===== config.mk =====
export PLATFORM = sky130hd
export DESIGN_NAME = vortex_fabric
export DESIGN_NICKNAME = d
export VERILOG_FILES = /design/src/design/fabric_pkg.sv /design/src/design/io_arbiter.sv /design/src/design/snoop_rsp_counter.sv /design/src/design/snoop_fwd_fsm.sv /design/src/design/vortex_fabric.sv
export VERILOG_INCLUDE_DIRS = /design/src /design/src/include
export SDC_FILE = /design/constraint.sdc
export NUM_CORES = 1
export LEC_CHECK = 0
export ABC_AREA = 1
export CAP_MARGIN = 10
export CORE_AREA = 2 2 227 229
export DETAILED_ROUTE_END_ITERATION = 7
export DIE_AREA = 0 0 229 231
export DONT_BUFFER_PORTS = 1
export GPL_TIMING_DRIVEN = 1
export PLACE_DENSITY = 0.3
export SLEW_MARGIN = 30
export SYNTH_ARGS = -nofsm -noshare
export SYNTH_HDL_FRONTEND = slang
export SYNTH_HIERARCHICAL = 1
export SYNTH_SLANG_ARGS = --single-unit

===== constraint.sdc =====
create_clock -name clk -period 2.7 [get_ports clk]
set_input_delay 0.54 -clock clk [delete_from_list [all_inputs] [get_ports clk]]
set_output_delay 0.54 -clock clk [all_outputs]
set_load 0.05 [all_outputs]

===== src/include/fabric_settings.svh =====
`ifndef FABRIC_SETTINGS_SVH
`define FABRIC_SETTINGS_SVH

// Cluster count and the bits needed to name one cluster
`define FABRIC_NUM_CLUSTERS      4
`define FABRIC_CLUSTER_ID_WIDTH  2

// I/O word channel
`define FABRIC_ADDR_WIDTH        30
`define FABRIC_DATA_WIDTH        32
`define FABRIC_BYTEEN_WIDTH      4

// Tag a cluster puts on its own I/O requests
`define FABRIC_CORE_TAG_WIDTH    8

// Snoop channel, line granular
`define FABRIC_SNP_ADDR_WIDTH    26
`define FABRIC_SNP_TAG_WIDTH     6

`endif


===== src/design/fabric_pkg.sv =====
`include "fabric_settings.svh"

package fabric_pkg;

    // One bit per cluster
    typedef logic [`FABRIC_NUM_CLUSTERS-1:0] cluster_mask_t;

    typedef struct packed {
        logic                              rw;
        logic [`FABRIC_BYTEEN_WIDTH-1:0]   byteen;
        logic [`FABRIC_ADDR_WIDTH-1:0]     addr;
        logic [`FABRIC_DATA_WIDTH-1:0]     data;
        logic [`FABRIC_CORE_TAG_WIDTH-1:0] tag;
    } io_req_t;

    // Tag carries the cluster index above the core tag
    typedef struct packed {
        logic                              rw;
        logic [`FABRIC_BYTEEN_WIDTH-1:0]   byteen;
        logic [`FABRIC_ADDR_WIDTH-1:0]     addr;
        logic [`FABRIC_DATA_WIDTH-1:0]     data;
        logic [`FABRIC_CLUSTER_ID_WIDTH+`FABRIC_CORE_TAG_WIDTH-1:0] tag;
    } io_req_out_t;

    typedef struct packed {
        logic [`FABRIC_DATA_WIDTH-1:0]     data;
        logic [`FABRIC_CORE_TAG_WIDTH-1:0] tag;
    } io_rsp_t;

    typedef struct packed {
        logic [`FABRIC_DATA_WIDTH-1:0]     data;
        logic [`FABRIC_CLUSTER_ID_WIDTH+`FABRIC_CORE_TAG_WIDTH-1:0] tag;
    } io_rsp_out_t;

    typedef struct packed {
        logic [`FABRIC_SNP_ADDR_WIDTH-1:0] addr;
        logic                              invalidate;
        logic [`FABRIC_SNP_TAG_WIDTH-1:0]  tag;
    } snp_req_t;

endpackage


===== src/design/io_arbiter.sv =====
`timescale 1ns/1ps
`include "fabric_settings.svh"

module io_arbiter (
    input  logic                                          clk,
    input  logic                                          reset,

    input  fabric_pkg::cluster_mask_t                     in_req_valid,
    input  fabric_pkg::io_req_t [`FABRIC_NUM_CLUSTERS-1:0] in_req,
    output fabric_pkg::cluster_mask_t                     in_req_ready,

    output fabric_pkg::cluster_mask_t                     in_rsp_valid,
    output fabric_pkg::io_rsp_t                           in_rsp,
    input  fabric_pkg::cluster_mask_t                     in_rsp_ready,

    output logic                                          out_req_valid,
    output fabric_pkg::io_req_out_t                       out_req,
    input  logic                                          out_req_ready,

    input  logic                                          out_rsp_valid,
    input  fabric_pkg::io_rsp_out_t                       out_rsp,
    output logic                                          out_rsp_ready
);
    import fabric_pkg::*;

    localparam int NUM   = `FABRIC_NUM_CLUSTERS;
    localparam int ID_W  = `FABRIC_CLUSTER_ID_WIDTH;
    localparam int TAG_W = `FABRIC_CORE_TAG_WIDTH;

    logic [ID_W-1:0] rr_ptr;
    logic [ID_W-1:0] grant_idx;
    logic            grant_found;
    logic [ID_W-1:0] rsp_idx;

    // First valid cluster at or after the pointer, wrapping
    always_comb begin
        int slot;
        slot        = 0;
        grant_found = 1'b0;
        grant_idx   = rr_ptr;
        for (int off = 0; off < NUM; off++) begin
            slot = int'(rr_ptr) + off;
            if (slot >= NUM) begin
                slot = slot - NUM;
            end
            if (!grant_found && in_req_valid[slot]) begin
                grant_found = 1'b1;
                grant_idx   = ID_W'(slot);
            end
        end
    end

    always_comb begin
        out_req.rw     = in_req[grant_idx].rw;
        out_req.byteen = in_req[grant_idx].byteen;
        out_req.addr   = in_req[grant_idx].addr;
        out_req.data   = in_req[grant_idx].data;
        out_req.tag    = {grant_idx, in_req[grant_idx].tag};
    end

    assign out_req_valid = grant_found;
    assign in_req_ready  = (grant_found && out_req_ready) ?
                           (cluster_mask_t'(1) << grant_idx) : '0;

    // Pointer only moves on a transfer, so a stalled grant stays put
    always_ff @(posedge clk) begin
        if (reset) begin
            rr_ptr <= '0;
        end else if (out_req_valid && out_req_ready) begin
            if (grant_idx == ID_W'(NUM - 1)) begin
                rr_ptr <= '0;
            end else begin
                rr_ptr <= grant_idx + 1'b1;
            end
        end
    end

    // Response goes back to the cluster named in the upper tag bits
    assign rsp_idx       = out_rsp.tag[TAG_W +: ID_W];
    assign in_rsp_valid  = out_rsp_valid ? (cluster_mask_t'(1) << rsp_idx) : '0;
    assign in_rsp.data   = out_rsp.data;
    assign in_rsp.tag    = out_rsp.tag[TAG_W-1:0];
    assign out_rsp_ready = in_rsp_ready[rsp_idx];

endmodule


===== src/design/snoop_rsp_counter.sv =====
`timescale 1ns/1ps
`include "fabric_settings.svh"

module snoop_rsp_counter (
    input  logic                      clk,
    input  logic                      reset,
    input  logic                      clear,
    input  fabric_pkg::cluster_mask_t fwd_rsp_valid,
    output fabric_pkg::cluster_mask_t fwd_rsp_ready,
    output logic                      all_answered
);
    import fabric_pkg::*;

    localparam int NUM   = `FABRIC_NUM_CLUSTERS;
    localparam int CNT_W = `FABRIC_CLUSTER_ID_WIDTH + 1;

    cluster_mask_t    answered;
    cluster_mask_t    accepted;
    logic [CNT_W-1:0] answer_cnt;

    // A cluster that already answered is not taken again
    assign fwd_rsp_ready = ~answered;
    assign accepted      = fwd_rsp_valid & fwd_rsp_ready;

    always_ff @(posedge clk) begin
        if (reset || clear) begin
            answered   <= '0;
            answer_cnt <= '0;
        end else begin
            answered   <= answered | accepted;
            answer_cnt <= answer_cnt + CNT_W'($countones(accepted));
        end
    end

    assign all_answered = (answer_cnt == CNT_W'(NUM));

endmodule


===== src/design/snoop_fwd_fsm.sv =====
`timescale 1ns/1ps
`include "fabric_settings.svh"

module snoop_fwd_fsm (
    input  logic                              clk,
    input  logic                              reset,

    input  logic                              snp_req_valid,
    input  fabric_pkg::snp_req_t              snp_req,
    output logic                              snp_req_ready,

    output logic                              snp_rsp_valid,
    output logic [`FABRIC_SNP_TAG_WIDTH-1:0]  snp_rsp_tag,
    input  logic                              snp_rsp_ready,

    output fabric_pkg::cluster_mask_t         fwd_req_valid,
    output fabric_pkg::snp_req_t              fwd_req,
    input  fabric_pkg::cluster_mask_t         fwd_req_ready,

    input  logic                              all_answered,
    output logic                              counter_clear,
    output logic                              snoop_active
);
    import fabric_pkg::*;

    typedef enum logic [1:0] {
        ST_IDLE,
        ST_FWD,
        ST_RESP
    } state_t;

    state_t        state_q;
    state_t        state_d;
    snp_req_t      req_q;
    cluster_mask_t sent;

    always_comb begin
        state_d = state_q;
        case (state_q)
            ST_IDLE: begin
                if (snp_req_valid) begin
                    state_d = ST_FWD;
                end
            end
            // Broadcast and collect overlap
            ST_FWD: begin
                if ((&sent) && all_answered) begin
                    state_d = ST_RESP;
                end
            end
            ST_RESP: begin
                if (snp_rsp_ready) begin
                    state_d = ST_IDLE;
                end
            end
            default: begin
                state_d = ST_IDLE;
            end
        endcase
    end

    always_ff @(posedge clk) begin
        if (reset) begin
            state_q <= ST_IDLE;
            sent    <= '0;
        end else begin
            state_q <= state_d;
            if (state_q == ST_IDLE) begin
                sent <= '0;
            end else if (state_q == ST_FWD) begin
                sent <= sent | (fwd_req_valid & fwd_req_ready);
            end
        end
    end

    // Request payload captured on acceptance
    always_ff @(posedge clk) begin
        if (snp_req_valid && snp_req_ready) begin
            req_q <= snp_req;
        end
    end

    assign snp_req_ready = (state_q == ST_IDLE);
    assign fwd_req_valid = (state_q == ST_FWD) ? ~sent : '0;
    assign fwd_req       = req_q;

    assign snp_rsp_valid = (state_q == ST_RESP);
    assign snp_rsp_tag   = req_q.tag;

    // Leaving respond ends the operation
    assign counter_clear = (state_q == ST_RESP) && snp_rsp_ready;
    assign snoop_active  = (state_q != ST_IDLE);

endmodule


===== src/design/vortex_fabric.sv =====
`timescale 1ns/1ps
`include "fabric_settings.svh"

module vortex_fabric (
    input  logic                                          clk,
    input  logic                                          reset,

    // Cluster side
    input  fabric_pkg::cluster_mask_t                     cluster_io_req_valid,
    input  fabric_pkg::io_req_t [`FABRIC_NUM_CLUSTERS-1:0] cluster_io_req,
    output fabric_pkg::cluster_mask_t                     cluster_io_req_ready,

    output fabric_pkg::cluster_mask_t                     cluster_io_rsp_valid,
    output fabric_pkg::io_rsp_t                           cluster_io_rsp,
    input  fabric_pkg::cluster_mask_t                     cluster_io_rsp_ready,

    output fabric_pkg::cluster_mask_t                     cluster_snp_req_valid,
    output fabric_pkg::snp_req_t                          cluster_snp_req,
    input  fabric_pkg::cluster_mask_t                     cluster_snp_req_ready,

    input  fabric_pkg::cluster_mask_t                     cluster_snp_rsp_valid,
    output fabric_pkg::cluster_mask_t                     cluster_snp_rsp_ready,

    input  fabric_pkg::cluster_mask_t                     cluster_busy,
    input  fabric_pkg::cluster_mask_t                     cluster_ebreak,

    // External side
    output logic                                          io_req_valid,
    output fabric_pkg::io_req_out_t                       io_req,
    input  logic                                          io_req_ready,

    input  logic                                          io_rsp_valid,
    input  fabric_pkg::io_rsp_out_t                       io_rsp,
    output logic                                          io_rsp_ready,

    input  logic                                          snp_req_valid,
    input  fabric_pkg::snp_req_t                          snp_req,
    output logic                                          snp_req_ready,

    output logic                                          snp_rsp_valid,
    output logic [`FABRIC_SNP_TAG_WIDTH-1:0]              snp_rsp_tag,
    input  logic                                          snp_rsp_ready,

    output logic                                          busy,
    output logic                                          ebreak
);

    logic all_answered;
    logic counter_clear;
    logic snoop_active;

    io_arbiter u_io_arb (
        .clk           (clk),
        .reset         (reset),
        .in_req_valid  (cluster_io_req_valid),
        .in_req        (cluster_io_req),
        .in_req_ready  (cluster_io_req_ready),
        .in_rsp_valid  (cluster_io_rsp_valid),
        .in_rsp        (cluster_io_rsp),
        .in_rsp_ready  (cluster_io_rsp_ready),
        .out_req_valid (io_req_valid),
        .out_req       (io_req),
        .out_req_ready (io_req_ready),
        .out_rsp_valid (io_rsp_valid),
        .out_rsp       (io_rsp),
        .out_rsp_ready (io_rsp_ready)
    );

    snoop_fwd_fsm u_snoop_fsm (
        .clk           (clk),
        .reset         (reset),
        .snp_req_valid (snp_req_valid),
        .snp_req       (snp_req),
        .snp_req_ready (snp_req_ready),
        .snp_rsp_valid (snp_rsp_valid),
        .snp_rsp_tag   (snp_rsp_tag),
        .snp_rsp_ready (snp_rsp_ready),
        .fwd_req_valid (cluster_snp_req_valid),
        .fwd_req       (cluster_snp_req),
        .fwd_req_ready (cluster_snp_req_ready),
        .all_answered  (all_answered),
        .counter_clear (counter_clear),
        .snoop_active  (snoop_active)
    );

    snoop_rsp_counter u_snoop_cnt (
        .clk           (clk),
        .reset         (reset),
        .clear         (counter_clear),
        .fwd_rsp_valid (cluster_snp_rsp_valid),
        .fwd_rsp_ready (cluster_snp_rsp_ready),
        .all_answered  (all_answered)
    );

    // A snoop in flight keeps the fabric busy
    assign busy   = (|cluster_busy) || snoop_active;
    assign ebreak = &cluster_ebreak;

endmodule


==> results by group <==
CTS
  • Root buffer cell: clkbuf_16
  • Clock Sinks: 48
  • Number of buffers created by CTS: 5
  • H-tree levels: 2
  • Cts hold-fix bufs: 0
  • CTS tree: yes
  • CTS clk-pin slew, worst paths: about 0.06 ns
  • Clock buffer depth: 2
  • Worst skew pair latency: 0.29 ns

Timing
  • Worst Skew: 0.003022 ns
  • Final worst path period need: 3.075 ns
  • Final Slew Violations: 0
  • Final setup margin: -0.3748 ns
  • Final period utilization: 1.139
  • Final hold vios: 0
  • RSZ-0062 raised after global routing: yes
  • Slew HR: 0.3962
  • Slew @ Worst Pin: 0.9076 ns
  • Fmax: between 0.3 and 0.4 GHz
  • TNS Setup: -24.43 ns
  • Final setup viols: 80

Logic synthesis
  • Number of synthesized flops with an enable pin: 33
  • Top cell type by total area after synthesis: nand2_1
  • Top-count cell post-synth: nand2_1
  • Syn_nets: 1,272
  • Seq/Total Area, Yosys: 0.2543
  • Syn. warnings: 6
  • Yosys reg bits: 48
  • Synthesized instance count: 864
  • Share of the synthesized area in the top cell type: 0.2721
  • Synthesized cell area: between 0.005 and 0.006 mm²
  • Main synth FF type: edfxtp_1
  • Synth Area per Inst: between 5 and 6 µm²
  • Largest cells by area after synthesis: nand2_1 (27%), nand3_1 (24%), edfxtp_1 (20%)
  • Async S/R FF share, synth: 0
  • Post-synthesis cell type count: 24
  • Most common library cells after synthesis: nand2_1 (368), nand3_1 (245), buf_4 (53), buf_2 (39), edfxtp_1 (33)

Placed design
  • DP HPWL: 25,390 µm
  • Port bufs: 0
  • Final RePlAce weighted congestion: 0.8737
  • Inst Count DP: around 1,600

Global route
  • Initial antenna violation count: 7
  • Largest net degree at the start of global routing: 38
  • First-pass GRT wire length: 43,450 µm
  • Remaining Overflow, GRT: 0
  • Vias in the first global route: 6,111
  • GRT Total Usage: 0.1127

Critical path
  • Buffer and inverter count on the worst path: 7
  • Worst r2r src: u_io_arb/rr_ptr[0]
  • CP Capture Type: output pin
  • Instance count on the critical path: 16
  • R2R setup slack: 0.47 ns
  • Startpoint Class: register
  • CP max stage delay: between 0.4 and 0.5 ns
  • Reg2Reg Depth: 14
  • Top delay family on crit path: buffers and inverters
  • Crit path kind: register to output pin
  • Crit path cell chain: buf_6 -> nand2_1 -> nand3_2 -> nand2_2 -> nor2_4 -> buf_4 -> buf_6 -> nand3_4 -> nand3_4 -> nand2_8 -> buf_12 -> buf_12 -> buf_4 -> nand3_1 -> nand3_2 -> buf_8
  • CP required: 2.16 ns
  • Slowest CP cell: dfxtp_4
  • Crit Path Max Fanout: 9
  • Reg-to-reg endpoint: u_io_arb/rr_ptr[1]
  • Crit path DAT: 2.53 ns

Final layout
  • Area Overhead vs Synth: 79.35%
  • Layout Cells excl Fill: 1,653
  • Nets: 1,378
  • Share of cells above drive strength 1: 0.4161

Hold path
  • Worst Hold Path EP: u_io_arb/rr_ptr[1]
  • Hold Path Cell Cnt: 1
  • Worst Hold Class: input pin to register
  • Hold_sp: reset

Die
  • Die Ht: 231 µm
  • Core area: 0.05068 mm²
  • Core Rows: 83
  • Die width: 229 µm
  • Starting density of the core: 0.1002
  • Top Ports: 583
  • Die ar.: approximately 0.053 mm²

Routing
  • DR iter-0 viols: 272
  • WL/cell: 20.96 µm
  • WL final: 34,650 µm
  • Residual DRC count: 0
  • Routed Antenna Nets: 0
  • DR vias: 6,374
  • Drt first pass iters: 5
  • Vias/cell: ~3.9

Outcome
  • Outcome: finished, violations left
  • Failing checks: negative setup slack

Flow run
  • Max Cap Viol: 0
[worst max path at each step]
stage                                 start                       to
finish                   u_io_arb/rr_ptr[0]               io_req[40]
global route             u_io_arb/rr_ptr[0]               io_req[73]
CTS                      u_io_arb/rr_ptr[0]               io_req[11]
global placement    cluster_io_req_valid[0]  cluster_io_req_ready[2]
detailed placement  cluster_io_req_valid[0]  cluster_io_req_ready[2]
floorplan           cluster_io_req_valid[1]  cluster_io_req_ready[3]
[cell type report]
class	instances	area (µm²)
Fill cell	5813	41570
Multi-Input combinational cell	676	3884
Timing Repair Buffer	203	2741
Sequential cell	48	1299
Tap cell	680	850.8
Inverter	36	183.9
Clock buffer	5	125.1
Clock inverter	3	17.52
Antenna cell	2	5.005
[registers in the layout, summed over array words and instances, names as in the netlist]
name	count
u_snoop_fsm/snp_rsp_tag	6
u_snoop_fsm/state_q	2
u_io_arb/rr_ptr	2
u_snoop_cnt/answer_cnt	3
u_snoop_cnt/answered	4
u_snoop_fsm/sent	4
u_snoop_fsm/fwd_req	27
[placed cells by master, fill, tap and decap left out, types with 3 or more instances in the layout]
| cell | Yosys | layout |
|---|---|---|
| nand2_2 | 2 | 61 |
| nor2_4 | 2 | 3 |
| nand3_1 | 245 | 160 |
| nand2_8 | 0 | 5 |
| nor2_2 | 3 | 3 |
| nand3_2 | 2 | 79 |
| nand2_4 | 1 | 22 |
| a21oi_1 | 6 | 6 |
| dfxtp_1 | 15 | 13 |
| nor3_1 | 6 | 5 |
| buf_6 | 4 | 53 |
| nand3_4 | 0 | 8 |
| inv_1 | 30 | 29 |
| buf_8 | 0 | 27 |
| buf_16 | 0 | 12 |
| clkbuf_16 | 0 | 15 |
| edfxtp_1 | 33 | 33 |
| nand2_1 | 368 | 285 |
| buf_4 | 53 | 70 |
| nor2_1 | 26 | 25 |
| nand4_1 | 5 | 5 |
| buf_12 | 0 | 30 |
| fa_1 | 3 | 3 |
[through the flow]
stage	util	cell area, µm²	setup slack, ns	hold slack, ns
after floorplan	-	5089	0.04221	0.4436
after global placement	0.1342	6800	-0.2298	0.4586
after detailed placement	0.1342	6800	-0.2034	0.4622
after CTS	0.1600	8108	-0.3370	0.2977
after global routing	0.1797	9106	-0.4915	0.2950
final	0.1797	9106	-0.3748	0.3088
[metal layers]
layer | vias to the layer above | GRT usage | part of all wire
li1 | 2991 | - | -
met1 | 2929 | 0.1190 | 0.35
met2 | 381 | 0.2086 | 0.52
met3 | 63 | 0.03273 | 0.083
met4 | 10 | 0.04667 | 0.047
met5 | - | 0 | 0.0017
[kinds of logic after synthesis]
logic type,count (synthesis),share of synthesized area
and+or+nand+nor,661,0.5636
adders and majority gates,3,0.01183
buffers and inverters,142,0.1597
AOI/OAI and AO/OA,10,0.01060
DFF,48,0.2543
[what timing repair did]
| item | in CTS | in global routing |
|---|---|---|
| cloned | 12 | 12 |
| resized for setup | 188 | 166 |
| endpoints found under the setup margin | 80 | 80 |
| buffers inserted | 10 | 16 |
| pin swaps | 7 | 30 |
Power is left out: the tool's default activity adds up to more than one toggle a clock period on the data nets, which glitch-free logic cannot reach.
